**src/hdl/ps2Pkg.sv**
```systemverilog
`default_nettype none

////////////////////////////////////////////////////////////
// ps2 receive path shared types
////////////////////////////////////////////////////////////

package ps2Pkg;

    // one frame on the wire
    localparam int frameBits = 11; // start, 8 data, parity, stop

    typedef logic [7:0] scanCodeT; // data byte, lsb sent first

    // frame as the fields sit after eleven right shifts
    typedef struct packed {
        logic     stopBit;   // last bit in, ends on top
        logic     parityBit; // odd parity over scanCode
        scanCodeT scanCode;
        logic     startBit;  // first bit in, ends at bit 0
    } frameFieldsT;

    // raw shift word and its field view
    typedef union packed {
        logic [frameBits-1:0] raw;
        frameFieldsT          fields;
    } ps2FrameU;

    // receive fsm, same encoding as the old reader
    typedef enum logic [2:0] {
        idle      = 3'd0,
        saveBit   = 3'd1,
        clockLow  = 3'd2,
        clockHigh = 3'd3,
        wordDone  = 3'd4,
        delay     = 3'd5
    } rxStateT;

    typedef logic [3:0] bitCountT; // 0 .. 11, held at 11

endpackage

`default_nettype wire

```
**src/hdl/ps2BitTimer.sv**
```systemverilog
`timescale 1ns/1ns
`default_nettype none

module ps2BitTimer #(
    parameter int sampleDelay  = 130,
    parameter int frameTimeout = 3700
) (
    input  wire  ck,
    input  wire  reset,
    input  wire  clearDelay,   // level, holds delay count at 0
    input  wire  clearTimeout, // level, holds timeout count at 0
    output logic delayHit,
    output logic timeoutHit
);

    // index 0 settle delay, index 1 frame timeout
    localparam logic [1:0][11:0] limitTab = {12'(frameTimeout), 12'(sampleDelay)};

    wire [1:0] clearVec;
    wire [1:0] hitVec;

    assign clearVec = {clearTimeout, clearDelay};

    ////////////////////////////////////////////////////////////
    // saturating counters
    ////////////////////////////////////////////////////////////

    for (genvar i = 0; i < 2; i++) begin : gCounter
        logic [11:0] count;

        always_ff @(posedge ck or posedge reset) begin
            if (reset) begin
                count <= '0;
            end else if (clearVec[i]) begin
                count <= '0;
            end else if (count != limitTab[i]) begin
                count <= count + 12'd1; // stop at the limit
            end
        end

        // stays high until cleared
        assign hitVec[i] = (count == limitTab[i]);
    end

    assign delayHit   = hitVec[0];
    assign timeoutHit = hitVec[1]; // frame abandoned

    ////////////////////////////////////////////////////////////
    // checks
    ////////////////////////////////////////////////////////////

    // settle delay lands exactly sampleDelay cycles after
    // clearDelay is released, control samples on this hit
    property pDelayLength;
        @(posedge ck) disable iff (reset)
            $rose(delayHit) |->
                $past(clearDelay, sampleDelay + 1) && !$past(clearDelay, sampleDelay);
    endproperty
    assert property (pDelayLength)
        else $error("delayHit not sampleDelay cycles after clearDelay fell");

endmodule

`default_nettype wire

```
**src/hdl/ps2FrameShifter.sv**
```systemverilog
`timescale 1ns/1ns
`default_nettype none

module ps2FrameShifter (
    input  wire               ck,
    input  wire               reset,
    input  wire               dataSync,   // synchronized ps2 data
    input  wire               shiftBit,   // one-cycle sample strobe
    input  wire               clearCount, // level, count back to 0
    output ps2Pkg::ps2FrameU  frame,
    output ps2Pkg::bitCountT  bitCount
);
    import ps2Pkg::*;

    localparam bitCountT fullCount = bitCountT'(frameBits); // 11

    ////////////////////////////////////////////////////////////
    // frame shift register
    ////////////////////////////////////////////////////////////

    // new bit enters on top and moves down, so after eleven
    // shifts the start bit sits at bit 0 and stop on top
    always_ff @(posedge ck) begin
        if (shiftBit) begin
            frame.raw <= {dataSync, frame.raw[frameBits-1:1]};
        end
    end
    // held between frames, scanCode stays valid until the next sample

    ////////////////////////////////////////////////////////////
    // bit counter
    ////////////////////////////////////////////////////////////

    always_ff @(posedge ck or posedge reset) begin
        if (reset) begin
            bitCount <= '0;
        end else if (clearCount) begin
            bitCount <= '0; // idle or wordDone
        end else if (shiftBit && bitCount != fullCount) begin
            bitCount <= bitCount + bitCountT'(1); // no wrap past 11
        end
    end

    // field decode is the fields view of the union,
    // parity and stop are carried but not checked

endmodule

`default_nettype wire

```
**src/hdl/ps2RxControl.sv**
```systemverilog
`timescale 1ns/1ns
`default_nettype none

module ps2RxControl (
    input  wire               ck,
    input  wire               reset,
    input  wire               ps2Clk,
    input  wire               ps2Data,
    input  wire               delayHit,   // settle delay elapsed
    input  wire               timeoutHit, // clock idle too long
    input  ps2Pkg::bitCountT  bitCount,
    output logic              dataSync,
    output logic              shiftBit,
    output logic              clearCount,
    output logic              clearDelay,
    output logic              clearTimeout,
    output logic              wordReady
);
    import ps2Pkg::*;

    logic [1:0] clkPipe;  // two flops per line
    logic [1:0] dataPipe;
    logic       clkSync;
    rxStateT    state;
    rxStateT    stateNext;

    ////////////////////////////////////////////////////////////
    // line synchronizers
    ////////////////////////////////////////////////////////////

    // both lines idle high, so reset to 1
    always_ff @(posedge ck or posedge reset) begin
        if (reset) begin
            clkPipe  <= 2'b11;
            dataPipe <= 2'b11;
        end else begin
            clkPipe  <= {clkPipe[0], ps2Clk};
            dataPipe <= {dataPipe[0], ps2Data};
        end
    end

    assign clkSync  = clkPipe[1];  // two ck late
    assign dataSync = dataPipe[1]; // bit fed to the shifter

    ////////////////////////////////////////////////////////////
    // receive fsm
    ////////////////////////////////////////////////////////////

    always_ff @(posedge ck or posedge reset) begin
        if (reset) begin
            state <= idle;
        end else begin
            state <= stateNext;
        end
    end

    always_comb begin
        stateNext = state; // hold by default
        case (state)
            idle: begin
                if (!clkSync && !dataSync) begin // start bit seen
                    stateNext = delay;
                end
            end
            delay: begin
                if (delayHit) begin // line has settled
                    stateNext = saveBit;
                end
            end
            saveBit: stateNext = clockLow; // single cycle
            clockLow: begin
                if (clkSync) begin
                    stateNext = clockHigh;
                end
            end
            clockHigh: begin
                // timeout wins, then frame end, then next falling edge
                if (timeoutHit) begin
                    stateNext = idle;
                end else if (bitCount == bitCountT'(frameBits)) begin
                    stateNext = wordDone;
                end else if (!clkSync) begin
                    stateNext = delay;
                end
            end
            wordDone: stateNext = idle;
            default:  stateNext = idle;
        endcase
    end

    // moore outputs
    always_comb begin
        case (state)
            idle:      {shiftBit, clearCount, clearDelay, clearTimeout, wordReady} = 5'b01110;
            delay:     {shiftBit, clearCount, clearDelay, clearTimeout, wordReady} = 5'b00000;
            saveBit:   {shiftBit, clearCount, clearDelay, clearTimeout, wordReady} = 5'b10110;
            clockLow:  {shiftBit, clearCount, clearDelay, clearTimeout, wordReady} = 5'b00110;
            clockHigh: {shiftBit, clearCount, clearDelay, clearTimeout, wordReady} = 5'b00100;
            wordDone:  {shiftBit, clearCount, clearDelay, clearTimeout, wordReady} = 5'b01111;
            default:   {shiftBit, clearCount, clearDelay, clearTimeout, wordReady} = 5'b01110;
        endcase
    end
    // timeout counts through delay and clockHigh of one bit,
    // restarted on every saveBit

    ////////////////////////////////////////////////////////////
    // checks
    ////////////////////////////////////////////////////////////

    // frame pulse is a single cycle, idle always follows
    property pReadySingle;
        @(posedge ck) disable iff (reset)
            wordReady |=> !wordReady;
    endproperty
    assert property (pReadySingle)
        else $error("wordReady high on two consecutive cycles");

    // shifter count must leave room for the bit being shifted
    property pNoShiftWhenFull;
        @(posedge ck) disable iff (reset)
            shiftBit |-> (bitCount != bitCountT'(frameBits));
    endproperty
    assert property (pNoShiftWhenFull)
        else $error("shiftBit with bitCount already at frame end");

endmodule

`default_nettype wire

```
**src/hdl/ps2Receiver.sv**
```systemverilog
`timescale 1ns/1ns
`default_nettype none

////////////////////////////////////////////////////////////
// ps2 host-side receiver, top level
////////////////////////////////////////////////////////////

module ps2Receiver #(
    parameter int sampleDelay  = 130,  // ck cycles, falling edge to sample
    parameter int frameTimeout = 3700  // ck cycles of idle clock to drop a frame
) (
    input  wire              ck,
    input  wire              reset,
    input  wire              ps2Clk,    // raw line from the device
    input  wire              ps2Data,   // raw line from the device
    output wire              wordReady, // one ck pulse per full frame
    output ps2Pkg::scanCodeT scanCode
);
    import ps2Pkg::*;

    wire      dataSync;
    wire      shiftBit;
    wire      clearCount;
    wire      clearDelay;
    wire      clearTimeout;
    wire      delayHit;
    wire      timeoutHit;
    bitCountT bitCount;
    ps2FrameU frame;

    ps2RxControl control_i (
        .ck(ck), .reset(reset),
        .ps2Clk(ps2Clk), .ps2Data(ps2Data),
        .delayHit(delayHit), .timeoutHit(timeoutHit), .bitCount(bitCount),
        .dataSync(dataSync), .shiftBit(shiftBit), .clearCount(clearCount),
        .clearDelay(clearDelay), .clearTimeout(clearTimeout),
        .wordReady(wordReady)
    );

    ps2BitTimer #(
        .sampleDelay(sampleDelay),
        .frameTimeout(frameTimeout)
    ) timer_i (
        .ck(ck), .reset(reset),
        .clearDelay(clearDelay), .clearTimeout(clearTimeout),
        .delayHit(delayHit), .timeoutHit(timeoutHit)
    );

    ps2FrameShifter shifter_i (
        .ck(ck), .reset(reset),
        .dataSync(dataSync), .shiftBit(shiftBit), .clearCount(clearCount),
        .frame(frame), .bitCount(bitCount)
    );

    assign scanCode = frame.fields.scanCode; // data byte of the field view

endmodule

`default_nettype wire

```
**config.mk**
```make
export PLATFORM = sky130hd
export DESIGN_NAME = ps2Receiver
export DESIGN_NICKNAME = d
export VERILOG_FILES = /design/src/hdl/ps2Pkg.sv /design/src/hdl/ps2BitTimer.sv /design/src/hdl/ps2FrameShifter.sv /design/src/hdl/ps2RxControl.sv /design/src/hdl/ps2Receiver.sv
export SDC_FILE = /design/constraint.sdc
export NUM_CORES = 1
export LEC_CHECK = 0
export ABC_AREA = 1
export BUFFER_PORTS_ARGS = -buffer_cell sky130_fd_sc_hd__buf_4
export CORE_MARGIN = 2
export CORE_UTILIZATION = 54
export DETAILED_ROUTE_END_ITERATION = 12
export PLACE_DENSITY = 0.81
export SETUP_SLACK_MARGIN = 0.1
export SYNTH_ARGS = -nofsm -noshare
export SYNTH_HDL_FRONTEND = slang
export SYNTH_SLANG_ARGS = --single-unit
```
**constraint.sdc**
```tcl
create_clock -name ck -period 1.3 [get_ports ck]
set_input_delay 0.065 -clock ck [delete_from_list [all_inputs] [get_ports ck]]
set_output_delay 0.065 -clock ck [all_outputs]
set_load 0.01 [all_outputs]
```
== After elaboration in Yosys (flattened, before gate mapping) ==
Cells that the tools add are included.

* Equal/unequal tests: 18
* Reduce and logical (&&, ||, !) cells: 8
* Muxes and demuxes: 15
* Add/subtract/negate cells: 3

{| class="wikitable"
|+ Operators by type and width
! cell !! count
|-
| $mux 12 || 4
|-
| $add 12x1->12 const B || 2
|-
| $mux 3 || 6
|-
| $pmux 3 s5 || 1
|-
| $eq 12x12->1 const B || 1
|-
| $eq 12x8->1 const B || 1
|-
| $ne 12x12->1 const B || 1
|-
| $ne 12x8->1 const B || 1
|-
| $ne 2x1->1 const B || 6
|-
| $mux 4 || 2
|-
| $eq 3x2->1 const B || 2
|-
| $eq 3x3->1 const B || 2
|-
| $add 4x1->4 const B || 1
|-
| $eq 4x4->1 const B || 1
|-
| $ne 4x3->1 const B || 1
|-
| $ne 4x4->1 const B || 1
|-
| $reduce_and 4->1 || 1
|-
| $reduce_or 4->1 || 1
|-
| $eq 3x1->1 const B || 1
|-
| $logic_not 3->1 || 1
|-
| $logic_and 1x1->1 || 2
|-
| $logic_not 1->1 || 2
|-
| $mux 1 || 2
|-
| $reduce_or 2->1 || 1
|}

* Word-level logic and storage cells: 51
* Bits of input ports: 4
* Output and inout port bits: 9
* Register bits: 46

== Logic depth before layout (Yosys ltp) ==
* Word-level depth: 5
* Gate-level depth with buffers: 10
* Depth with buffers taken out: 10

== Modules after synthesis ==
A second synthesis with hierarchy kept.

* Cells, all modules: 296
* Area total of the unflattened synthesis: 2417.3 um^2

{| class="wikitable"
|+ By module, submodules not included
! module !! cells each !! instances !! sequential area each (um^2) !! area each (um^2)
|-
| ps2BitTimer || 205 || 1 || 600.6 || 1493.9
|-
| ps2FrameShifter || 40 || 1 || 430.4 || 548.0
|-
| ps2RxControl || 51 || 1 || 180.2 || 375.4
|}

== Worst setup path after synthesis ==
Ideal clock, no wire load.

* Path type: reg2reg
* Start point: register control_i.state[0]
* End point: register shifter_i.bitCount[2]
* Stages on the path, launching flop included: 10
* Path slack: -0.053 ns
* Data arrival time: 1.231 ns
* Path buffers: 0
* Data required time: 1.178 ns
* Setup time: 0.122 ns
* Cells stage by stage: dfrtp_1 -> inv_2 -> nor2_2 -> inv_2 -> nor2_4 -> nand2_1 -> inv_2 -> nand2_1 -> o21ai_1 -> a21oi_1

* Cells in the longest elaborated chain, start to end: 4
* Elaborated cells between the ends (all ways): 9

{| class="wikitable"
|+ RTL lines
! element !! RTL line !! source
|-
| start, declared || ps2RxControl.sv:24 || <nowiki>rxStateT state;</nowiki>
|-
| start signal, assigned || ps2RxControl.sv:51 || <nowiki>state <= idle;</nowiki>
|-
| start signal, assigned || ps2RxControl.sv:53 || <nowiki>state <= stateNext;</nowiki>
|-
| $eq 3x1->1 || ps2RxControl.sv:93 || <nowiki>case (state)</nowiki>
|-
| $mux 1 || ps2RxControl.sv:93 ||
|-
| $logic_and 1x1->1 || ps2FrameShifter.sv:39 || <nowiki>end else if (shiftBit && bitCount != fullCount) begin</nowiki>
|-
| $ne 2x1->1 (no source line) || n/a ||
|-
| end signal, assigned || ps2FrameShifter.sv:40 || <nowiki>bitCount <= bitCount + bitCountT'(1);</nowiki>
|-
| end, declared || ps2FrameShifter.sv:11 || <nowiki>output ps2Pkg::bitCountT bitCount</nowiki>
|}

Several ways; a longest one is shown, not always the timed one.
A chain may end at the register's enable or synchronous reset.

== Worst setup path after layout ==
* Start point: register control_i.state[0]
* End point: register timer_i.gCounter[0].count[1]

* Cells in the longest elaborated chain, start to end: 2
* Elaborated cells between the ends (all ways): 3

{| class="wikitable"
|+ RTL lines
! element !! RTL line !! source
|-
| $eq 3x3->1 (*) || ps2RxControl.sv:93 ||
|-
| $ne 2x1->1 (no source line) or $mux 12 (tied branches) || n/a ||
|-
| end signal, assigned || ps2BitTimer.sv:37 || <nowiki>count <= count + 12'd1;</nowiki>
|-
| end, declared || ps2BitTimer.sv:29 || <nowiki>logic [11:0] count;</nowiki>
|}

Every way passes the cells marked *; elsewhere a longest branch is shown, timed or not.

==> impl_metrics.tcl <==
set metrics [dict create \
    synth_area_leaders "dfrtp_1 (34%), edfxtp_1 (13%), nand2_1 (7.7%)" \
    nNetsFinal 339 \
    cp-start-kind "flip-flop" \
    max_cap_viol_count 0 \
    num_antenna_cells 0 \
    synth_top_area_share 0.3448 \
    slew_violations 0 \
    overflow 0 \
    rr_worst_depth 9 \
    final_antenna_net_count 0 \
    yosysSeqAreaShare 0.5250 \
    yosysUniqueCellTypes 34 \
    initial_utilization 0.5624 \
    worstPathArrival_ns 1.84 \
    vias_per_cell 6.199 \
    tightest_slew_ns 0.3655 \
    r2r-end "timer_i.gCounter[0].count[1]" \
    p_leak_nw 1.575 \
    async_flop_share 0.7778 \
    r2r_setup_slack_ns -0.31 \
    max_stage_delay_ns 0.45 \
    synth_edf_count 10 \
    crit_end "timer_i.gCounter[0].count[1]" \
    die_h_um 68.55 \
    rows 23 \
    dieArea_um2 4698 \
    multi_input_area_um2 1299 \
    status "finished, violations left" \
    firstDrtPassIters 5 \
    final-seq-area_um2 1182 \
    wl_per_cell_um 21.69 \
    cts_root_buffer "clkbuf_8" \
    gp_congestion 0.8770 \
    cp.required_ns 1.52 \
    drc 0 \
    fin_ws_ns -0.3102 \
    vias 2362 \
    cts.sinks 45 \
    pre_cts_ws_ns -0.1133 \
    worstSkewPairLatency_ns 0.31 \
    die_w_um 68.55 \
    synth_area_per_cell_um2 8.822 \
    skew_ns 0.01010 \
    cts_buffers 5 \
    cpMostUsedCell "nor2_4" \
    hold_viol_final 0 \
    ios 13 \
    layout-drive-gt1-share 0.5559 \
    dp_cells 338 \
    synth_area_leader_cell "dfrtp_1" \
    grt_max_degree 36 \
    grt_pass1_wl_um 9501 \
    finalNonFillerCells 381 \
    cts_tree "built" \
    clk_pin_slew_worst_paths_ns 0.10 \
    cts_htree_levels 2 \
    path_cells "buf_6 > inv_6 > nor2_4 > inv_4 > nor2_4 > buf_12 > buf_8 > nand3_1 > o21ai_2" \
    layout_common_cells "buf_4 (54), dfrtp_1 (30), nand2_1 (28), inv_1 (23)" \
    clk_path_buf_depth 2 \
    antenna_found_initial 0 \
    yosysWarnings 0 \
    p_per_area_nw_per_um2 689.8 \
    cp_max_fo 5 \
    wl_um 8262 \
    core_um2 4000 \
    setup_viol 42 \
    synthToLayoutAreaGrowth_pct 54.34 \
    fillerInstances 155 \
    synth_nets 264 \
    io_buffers 12 \
    first_iter_violations 229 \
    setup.worst_path.start "control_i.state[0]" \
    slew_headroom 0.7547 \
    timing.rr.start "control_i.state[0]" \
    ys_ff_latch 45 \
    min_period_over_period 1.239 \
    grt_pass1_vias 2054 \
    dp_hpwl_um 3272 \
    holdCritPathClass "in2async" \
    final_common_cell "buf_4" \
    failed_checks "negative setup slack" \
    min_period_ns 1.610 \
    end_kind "flip-flop" \
    fmax_mhz 621.1 \
    crit_slowest_cell "dfrtp_1" \
    grt_use_total 0.2869 \
    worst-setup-path-type "reg2reg" \
    ir_worst_vdd_uv 552.2 \
    netlist_instances 255 \
    synth.cell_area_um2 2250 \
    rsz0062_at_grt "true" \
    synthFlopType "dfrtp_1" \
]
==> cells by family after synthesis <==
| group | after synthesis | synth area share |
|---|---|---|
| flip-flops | 45 | 0.5250 |
| XOR/XNOR | 3 | 0.01168 |
| AND/OR/NAND/NOR | 121 | 0.2581 |
| AO/OA/AOI/OAI | 36 | 0.08732 |
| adder cells (fa/ha/maj) | 5 | 0.02781 |
| buffers and inverters | 45 | 0.09010 |
==> worst min-delay path by stage <==
stage / end / slack, ns
2_1_floorplan: control_i.clkPipe[0] / 0.07
3_3_place_gp: timer_i.gCounter[0].count[10] / 0.13
3_5_place_dp: timer_i.gCounter[1].count[4] / 0.13
4_1_cts: control_i.state[0] / 0.36
5_1_grt: control_i.clkPipe[1] / 0.37
6_report: control_i.state[2] / 0.36
==> final cells by class <==
type | instances | share of cell area
Inverter | 36 | 0.04468
Clock buffer | 6 | 0.02090
Multi-Input combinational cell | 165 | 0.3741
Timing Repair Buffer | 77 | 0.1975
Sequential cell | 45 | 0.3405
Tap cell | 50 | 0.01802
Clock inverter | 2 | 0.004324
==> stage by stage <==
stage          instance area [µm²]  TNS (ns)  utilization  hold WS [ns]  power [mW]
2_1_floorplan                 2272  -0.04087            -       0.06948       1.495
3_3_place_gp                  2595  -0.06102       0.6487        0.1326       1.515
3_5_place_dp                  2595   -0.5720       0.6487        0.1345       1.517
4_1_cts                       3062    -1.034       0.7654        0.3599       2.372
5_1_grt                       3472    -8.508       0.8680        0.3671       2.459
6_report                      3472    -7.630       0.8680        0.3572       2.395
==> flip-flops by register name, indices dropped and copies added, names as in the netlist <==
register / flops
shifter_i.bitCount: 4
control_i.state: 3
control_i.clkPipe: 2
shifter_i.frame: 10
timer_i.gCounter.count: 24
control_i.dataPipe: 2
==> layer usage <==
| metal | global-route usage | wire length, µm | part of all wire |
|---|---|---|---|
| met1 | 0.3148 | 2776 | 0.34 |
| met2 | 0.4892 | 4135 | 0.50 |
| met3 | 0.06331 | 577 | 0.070 |
| met4 | 0.2025 | 772 | 0.093 |
| met5 | 0 | 0 | 0 |
==> repair_timing <==
item,CTS,global route
setup endpoints to repair,41,42
buffers inserted,18,15
gates resized for setup,66,71
endpoints found under the hold margin,33,0
hold buffers,3,0
cloned,0,0
pin swaps,24,29
==> critical path, delay by kind of cell, from the launching register on <==
family,cells,cell delay [ns]
buffers and inverters,5,0.49
flip-flops,1,0.45
AND/OR/NAND/NOR,3,0.44
AO/OA/AOI/OAI,1,0.14
==> synthesized netlist by cell type (4+ instances only) <==
cell type,n
a21oi_1,13
buf_4,9
dfrtp_1,31
dfstp_2,4
edfxtp_1,10
ha_1,5
inv_1,27
inv_2,9
nand2_1,46
nand3_1,24
nor2_1,29
nor2_2,4
o21ai_0,14
==> power by group <==
part / leakage (nW) / internal [mW] / switching, mW
Combinational: 1.00 / 0.0179 / 0.0248
Sequential: 0.533 / 1.45 / 0.00454
Clock: 0.0374 / 0.380 / 0.520
(Power assumes the default switching activity.)
